## config.mk

```make
export PLATFORM = sky130hd
export DESIGN_NAME = stream_fifo
export DESIGN_NICKNAME = d
export VERILOG_FILES = /design/src/logic/stream_fifo.sv
export SDC_FILE = /design/constraint.sdc
export NUM_CORES = 1
export LEC_CHECK = 0
export ABC_AREA = 1
export BUFFER_PORTS_ARGS = -buffer_cell sky130_fd_sc_hd__buf_2
export CORE_MARGIN = 4
export CORE_UTILIZATION = 50
export CTS_CLUSTER_DIAMETER = 40
export CTS_CLUSTER_SIZE = 10
export DETAILED_ROUTE_END_ITERATION = 7
export GPL_ROUTABILITY_DRIVEN = 0
export PLACE_DENSITY_LB_ADDON = 0.12
export SYNTH_ARGS = -nofsm -noshare
export SYNTH_HDL_FRONTEND = slang
export SYNTH_SLANG_ARGS = --single-unit
```

## constraint.sdc

```tcl
create_clock -name clk -period 5.48 [get_ports clk]
set_input_delay 0.274 -clock clk [delete_from_list [all_inputs] [get_ports clk]]
set_output_delay 0.274 -clock clk [all_outputs]
set_load 0.02 [all_outputs]
```

## src/logic/stream_fifo.sv

```systemverilog
`timescale 1ns/1ns
`default_nettype none

module stream_fifo #(
  parameter type T     = logic [7:0],
  parameter int  DEPTH = 16
) (
  input  logic clk,
  input  logic rst,
  input  logic in_valid,
  output logic in_ready,
  input  T     in_data,
  output logic out_valid,
  input  logic out_ready,
  output T     out_data
);

  localparam int PTR_W = $clog2(DEPTH);
  localparam int CNT_W = $clog2(DEPTH + 1);

  T                   mem [0:DEPTH-1];
  logic [PTR_W-1:0]   wr_ptr;
  logic [PTR_W-1:0]   rd_ptr;
  logic [CNT_W-1:0]   count;
  logic               push;
  logic               pop;

  function automatic logic [PTR_W-1:0] bump(input logic [PTR_W-1:0] p);
    return (p == PTR_W'(DEPTH - 1)) ? '0 : p + 1'b1;
  endfunction

  assign in_ready  = (count != CNT_W'(DEPTH));   // Only full blocks
  assign out_valid = (count != '0);
  assign out_data  = mem[rd_ptr];
  assign push      = in_valid && in_ready;
  assign pop       = out_valid && out_ready;

  always_ff @(posedge clk) begin
    if (push) begin
      mem[wr_ptr] <= in_data;
    end
  end

  always_ff @(posedge clk) begin
    if (rst) begin
      wr_ptr <= '0;
      rd_ptr <= '0;
      count  <= '0;
    end else begin
      if (push) begin
        wr_ptr <= bump(wr_ptr);
      end
      if (pop) begin
        rd_ptr <= bump(rd_ptr);
      end
      case ({push, pop})
        2'b10:   count <= count + 1'b1;
        2'b01:   count <= count - 1'b1;
        default: count <= count;
      endcase
    end
  end

endmodule

`default_nettype wire

```

-- After elaboration in Yosys (flattened, before gate mapping)
Memories as Yosys holds them, arrays and structs flattened. A register that Yosys moved wholly into a read port is not among the register bits.
Index checks and enable logic that the tools add are counted.
- flip-flop bits (word level): 13
- RAM bits: 128
- output and inout bits: 10
- word-level logic and storage cells: 24
- memories kept: 1
- add/subtract/negate cells: 4
- equal/unequal tests: 5
- multiplexer cells: 7
- reduce and logical (&&, ||, !) cells: 4
- memories (memory ; words ; bits a word ; read ports ; clocked after Yosys merged registers in ; wr ports ; line ; text):
    mem ; 16 ; 8 ; 1 ; 1 ; 1 ; 21 ; T mem [0:DEPTH-1];
- operators by type and width (operator ; number):
    4-bit two-way mux ; 4
    5-bit case mux with 2 select lines ; 1
    4-bit by 1-bit adder with 4-bit output (second input constant) ; 2
    4-bit equality test (second input constant) ; 2
    5-bit by 1-bit adder with 5-bit output (second input constant) ; 1
    5-bit != test (second input constant) ; 1
    5-bit nonzero test ; 1
    5-bit by 1-bit subtractor with 5-bit output (second input constant) ; 1
    2-bit by 1-bit equality test with 1-bit output (second input constant) ; 1
    2-bit equality test (second input constant) ; 1
    1-bit logical AND ; 2
    1-bit two-way mux ; 2
    2-bit nonzero test ; 1

-- Depth between registers and ports, before layout
Gate-level depths: netlist (run 1).
- depth after elaboration: 4
- gate-level depth with buffers: 16
- depth with buffers taken out: 16

-- Least setup slack after synthesis (run 1)
No wires, ideal clock.
- path kind: register to register
- from: register count[1]
- to: register count[4]
- library setup time: 0.117 ns
- data arrival time: 2.042 ns
- required time: 5.363 ns
- setup slack: 3.321 ns
- stages on the path, launching flop included: 17
- cells stage by stage: dfxtp_1 > nor2_2 > nand4_1 > nand2_1 > inv_1 > ha_1 > inv_1 > nand2_1 > nand2_1 > ha_1 > inv_1 > nand2_1 > nand3_1 > nand3_1 > nand2_1 > nor2_1 > nor2_1
- word-level cells in the longest chain between the ends: 4
- elaborated cells between the ends (all ways): 10
- classes of those cells: add/sub (2); eq/ne (3); mux (1); reduce/logical (4)
- RTL lines (what ; line ; text):
    from (decl) ; 24 ; logic [CNT_W-1:0] count;
    from (signal assigned) ; 57 ; 2'b10: count <= count + 1'b1;
    from (signal assigned) ; 58 ; 2'b01: count <= count - 1'b1;
    from (signal assigned) ; 59 ; default: count <= count;
    5-bit nonzero test * ; 33 ; assign out_valid = (count != '0);
    net out_valid ; 13 ; output logic out_valid,
    1-bit logical AND * ; 36 ; assign pop = out_valid && out_ready;
    2-bit by 1-bit equality test with 1-bit output / 2-bit equality test (equally long branches) ; 56 ; case ({push, pop})
    5-bit case mux with 2 select lines / 2-bit nonzero test (equally long branches) ; -- ;
The timed path passes the listed nets; every way through them passes the cells marked *.
A chain may end at the register's enable or synchronous reset.

==> results of run 1 <==
## logic make-up after synthesis
family                     count (synthesis)  share of synthesized area (%)
DFF                                      145                           67.4
AOI/OAI and AO/OA                        114                           11.3
and+or+nand+nor                          165                           11.7
xor gates and xnor gates                   4                          0.565
buffers and inverters                    109                           7.44
adders and majority gates                  8                           1.61
## stage by stage
step           instances  hold slack [ns]  utilization, %
4_1_cts              744            0.100            57.9
6_report             744            0.121            57.9
5_1_grt              744            0.113            57.9
3_5_place_dp         712            0.502            53.1
2_1_floorplan        545            0.352               -
3_3_place_gp         712            0.489            53.1
## area by class of cell
| type | instances | area [um2] |
|---|---|---|
| clock buffers | 24 | 546 |
| well taps | 168 | 210 |
| clock inverters | 8 | 42.5 |
| fillers | 986 | 5070 |
| flip-flops and latches | 145 | 4190 |
| inverters | 84 | 315 |
| repair buffers | 24 | 128 |
| multi-input cells | 291 | 1560 |
## flip-flops by register name (all words and copies together) (netlist names), named ones only
register / count
mem: 128
count: 5
rd_ptr: 4
wr_ptr: 4
## Yosys cell counts, drive strengths merged
master | count | area share [%]
clkbuf | 4 | 0.24
edfxtp | 128 | 62
xnor2 | 1 | 0.14
nand3 | 58 | 4.7
o211ai | 32 | 4.7
nand3b | 1 | 0.12
nand2 | 76 | 4.8
nor3 | 3 | 0.24
ha | 8 | 1.6
a21oi | 41 | 3.3
nand4 | 2 | 0.30
o21ai | 41 | 3.3
xor2 | 3 | 0.42
dfxtp | 17 | 5.5
nor2 | 25 | 1.6
buf | 21 | 2.1
inv | 84 | 5.1
## layer usage
metal	wire length (um)	vias to the layer above
li1	-	1930
met1	5750	1891
met2	6270	113
met3	750	14
met4	158	0
met5	0	-
## final timing paths
| path | startpoint | slack, ns | to |
|---|---|---|---|
| setup / recovery | flip-flop | 2.64 | out_data[1] |
| hold / removal | rst | 0.12 | flip-flop |
| hold reg to reg | count[0] | 0.52 | count[0] |
| setup reg to reg | count[0] | 3.24 | count[2] |
## power by group through the flow
| stage | registers [mW] | clock network (mW) | logic (mW) |
|---|---|---|---|
| after floorplan | 1.30 | 0 | 0.577 |
| after global placement | 1.36 | 0 | 0.665 |
| after detailed placement | 1.36 | 0 | 0.677 |
| after CTS | 1.34 | 1.13 | 0.682 |
| after global routing | 1.35 | 1.19 | 0.768 |
| final | 1.34 | 1.11 | 0.681 |
## worst reg2reg max path: cells and delay by family, from the launching register on
kind	cells	cell delay, ns
simple gates	5	0.45
compound gates	1	0.15
flops	1	0.40
buf+inv	5	0.50
fa+ha+maj	2	0.45
xor+xnor	1	0.17
==> metrics.txt, run 1 <==
Psw=0.951 mW; overall power after layout=3.13 mW; period utilisation layout=51.8%; Worst Setup End Kind=output pin; Leak Pwr=2.63 nW; slowest stage delay, CP=0.76 ns; most frequent cells in the layout=128 x edfxtp_1, 83 x inv_1, 74 x nand2_1, 58 x nand3_1, 41 x a21oi_1; Design Area, Final=6990 um2; Final Hold Viols=0; internal power=2.18 mW; maximum root-to-sink buffer count=2; Crit path top cell by count=nand3_1; maxcap violations=0; hold depth=2; I/O pin count=22; Critical Path Fanout Max=67; Post-DP Area=6400 um2; via count=3,948; routing usage on met2=30.2%; setup skew after layout=0.00831 ns; die area=14,300 um2; Worst Tran Pin Value=1.01 ns; Setup WS post-layout=2.64 ns; crit path launch type=flip-flop; post_cts resized=0; Final TNS setup=0 ns; critical path type=flip-flop to output pin; RSZ-0062 raised after global routing=no; Synth Cell Area=6200 um2; Syn Area/Cell=11.4 um2; f_max=0.352 GHz; initial antenna violation count=0; DRT antenna net count=0; worst path required time=5.21 ns; outcome=finished clean; CORE AREA=12,100 um2; Starting Density=51.4%; Crit path arrival time=2.56 ns; clock slew at reported path FFs=0.05 ns; Die W=119 um; post-CTS setup buffers=0; Seq/Total Area, Yosys=67.4%; DRT iter0 DRCs=448; fin. max-slew vios=0; Setup WS pre-CTS=3.10 ns; first-pass GRT wire length=20.4 mm; total clock sinks=145; CTS tree=yes; largest net degree at the start of global routing=68; Sw Share=30.4%; grt peak-use layer=met2; ANT cells=0; Remaining DRCs=0; Clk Latency, worst-skew pair=0.41 ns; Post-layout nets=583; combinational group share of total power=21.7%; GR Layer Usage met1=25.3%; vias in the first global route=3,745; H-tree depth=4; CTS Buf Count=17; Initial DRT Pass Iterations=5; CTS Hold Bufs=0; Total GRT Usage=18.9%; Slowest-stage cell, CP=dfxtp_4; Hold Path Class=input port to flip-flop; Syn Inst Count=545; peak supply drop=0.227 mV; Clock Tree Root=clkbuf_16; clock share of power=35.6%; Crit path depth=7; Area Growth Syn to Fin=12.6%; via density per instance=5.31; wire per inst=17.4 um; Netlist cell types=27; Register-to-Register Path Depth=14; crit-path cells=buf_4 > a21oi_1 > o21ai_0 > nand3_1 > nand3_1 > nand2_1 > buf_2; final wirelength=12.9 mm; sequential power share=42.7%; Final Setup Violations=0; Tmin final=2.84 ns; yosys warns=0; Slew HR=32.5%; hpwl dp=7.91 mm; power density cells=448 nW/um2; grt ovf=0; commonest non-fill, non-tap cell in the layout=edfxtp_1; ratio of cells with drive above 1 in the final layout=12.5%; family with the most delay on the worst path=buffers and inverters; port bufs=21; die height=119 um; Placement Rows=40; grt met3 use=5.08%; Yosys reg bits=145; CP bufs+invs=2; syn nets=565
(Power assumes the default switching activity.)
==> inputs of run 2 (changes only) <==
- ABC_AREA: 1 -> 0
- clock period: 5.48 -> 2.9 ns (I/O delays scaled with it)
==> run 2 against run 1 <==
Net effect:
- combinational power grew 67%
- sequential power grew 84%
- clock-buffer cell count grew 1
- synthesized cell count shrank 46%
- sequential cell count is the same
- critical path depth grew 3
==> metrics.txt, run 2 <==
outcome=finished clean; Total GRT Usage=18.5%; via count=2,799; Tmin final=2.62 ns; Clock Tree Root=clkbuf_16; Critical Path Fanout Max=9; Post-synth top flop=edfxtp_1; fin. max-slew vios=0; Leak Pwr=2.27 nW; die area=13,600 um2; Slew HR=48.1%; initial antenna violation count=1; Placement Rows=39; post-synth top area cell=edfxtp_1; crit path launch type=flip-flop; Seq/Total Area, Yosys=70.8%; syn nets=316; multiplexer area fraction after synthesis=17.0%; Post-synth EDFFs=128; grt ovf=0; Post-DP Area=6190 um2; Starting Density=51.3%; port bufs=21; Worst Setup End Kind=flip-flop; die height=117 um; RSZ-0062 raised after global routing=no; CTS Buf Count=17; commonest non-fill, non-tap cell in the layout=edfxtp_1; Netlist cell types=39; Synth Cell Area=5910 um2; most frequent cells in the layout=128 x edfxtp_1, 26 x mux4_2, 21 x buf_2, 20 x clkbuf_16, 16 x dfxtp_1; maxcap violations=0; H-tree depth=4; Initial DRT Pass Iterations=4; f_max=0.382 GHz; hpwl dp=6.94 mm; footprint of the multi-input gates=1630 um2; Clk Latency, worst-skew pair=0.40 ns; Synth Area in Simple Gates=4.55%; Adder-Cell Fraction of Synth Area=1.69%; Crit path arrival time=2.91 ns; Area contributors post-synth=edfxtp_1 65%, mux4_2 9.9%, mux4_1 6.2%; CTS tree=yes; main combinational cell family by area after synthesis=multiplexers; DRT iter0 DRCs=268; overall power after layout=5.72 mW; Die W=117 um; clock slew at reported path FFs=0.06 ns; Final Setup Violations=0; peak supply drop=0.591 mV; Final TNS setup=0 ns; Synth top area share=65.0%; Post-synth top cells=128 x edfxtp_1, 26 x mux4_2, 17 x dfxtp_1; Setup WS pre-CTS=0.277 ns; Remaining DRCs=0; yosys warns=0; largest net degree at the start of global routing=33; post_cts resized=0; Hold Path Class=input port to flip-flop; period utilisation layout=90.3%; CORE AREA=11,500 um2; first-pass GRT wire length=17.3 mm; via density per instance=5.77; final wirelength=11.2 mm; maximum root-to-sink buffer count=2; Largest register FFs=128; layout filler cell count=846; critical path type=flip-flop to flip-flop; Final Hold Viols=0; setup skew after layout=0.00506 ns; power density cells=841 nW/um2; Setup WS post-layout=0.282 ns; share of the synthesized area in compound gates (AO/OA/AOI/OAI)=2.79%; Post-layout nets=349; Post-synth ARST share=0%; ratio of cells with drive above 1 in the final layout=28.7%; worst path required time=3.20 ns; Syn Area/Cell=20.0 um2; ANT cells=0; Largest regs=mem (128), count (5); vias in the first global route=2,856; Syn Inst Count=296; CTS Hold Bufs=0; DRT antenna net count=0; R2R Setup Slk=0.28 ns; Yosys reg bits=145; XOR/XNOR Fraction of Synth Area=0.741%; wire per inst=23.0 um; FF/Latch Area=4190 um2; total clock sinks=145; worst hold slack=0.0914 ns; post-CTS setup buffers=0; I/O pin count=22; count leader, synth=edfxtp_1; Design Area, Final=6790 um2; Top reg by flops=mem; Worst Tran Pin Value=0.777 ns; Area Growth Syn to Fin=14.9%
==> run 2: changes by cell type after synthesis, moves of 5 or more <==
cell / previous run / this run
mux4_1: 0 / 14
o21ai_0: 39 / 6
o211ai_1: 22 / 2
o211ai_2: 10 / 0
mux4_2: 0 / 26
nor4b_1: 0 / 5
buf_2: 15 / 6
a21oi_1: 41 / 9
and2_1: 0 / 13
nand2_1: 74 / 6
nor2_1: 24 / 10
inv_1: 83 / 5
nand3_1: 58 / 1
==> run 2: area by class of cell <==
cell class                 count  share of cell area (%)
clock buffer                  25                    8.23
inverter                       5                   0.276
tap                          143                    2.63
timing repair buffer          30                    2.73
clock inverter                 7                   0.589
sequential                   145                    61.6
multi-input combinational    130                    23.9
==> run 2: worst max-delay path, stage by stage, from the launching register on <==
cell     delay (ns)
dfxtp_1        0.39
or4_4          0.59
o21ai_2        0.15
inv_1          0.07
ha_1           0.20
xor2_1         0.14
ha_1           0.19
and3b_1        0.15
o21ai_0        0.07
a31oi_1        0.21
mux2_2         0.34
==> run 2: metrics by stage <==
| step | utilization, % | std cells |
|---|---|---|
| 6_report | 59.0 | 485 |
| 5_1_grt | 59.0 | 485 |
| 4_1_cts | 59.0 | 485 |
| 3_5_place_dp | 53.8 | 453 |
| 3_3_place_gp | 53.8 | 453 |
| 2_1_floorplan | - | 296 |
==> run 2: cells by family (layout without fill, tap and decap cells) <==
| group | after synthesis | in the layout |
|---|---|---|
| flip-flops | 145 | 145 |
| AND/OR/NAND/NOR | 46 | 46 |
| multiplexers | 45 | 45 |
| AO/OA/AOI/OAI | 26 | 26 |
| buffers and inverters | 21 | 67 |
| adder cells (fa/ha/maj) | 8 | 8 |
| XOR/XNOR | 5 | 5 |
==> run 2: path summary, 6_finish.rpt <==
kind                   from   endpoint  cells past startpoint
setup / recovery   count[1]   count[4]                     10
hold / removal          rst   count[1]                      2
setup reg to reg   count[1]   count[4]                     10
hold reg to reg   rd_ptr[0]  flip-flop                      2
==> run 2: layer usage <==
metal  wire, um  vias to the layer above  global-route usage (%)
met5         14                        -                       0
met4         42                        2                    6.42
met3        457                        4                    5.18
met2       5680                       63                    28.4
met1       4980                     1443                    25.6
li1           -                     1287                       -
==> run 2: power breakdown <==
| group | total [mW] | switching (mW) | internal, mW |
|---|---|---|---|
| sequential | 2.46 | 0.101 | 2.36 |
| clock | 2.11 | 0.777 | 1.33 |
| combinational | 1.14 | 0.560 | 0.582 |
| total | 5.72 | 1.44 | 4.28 |
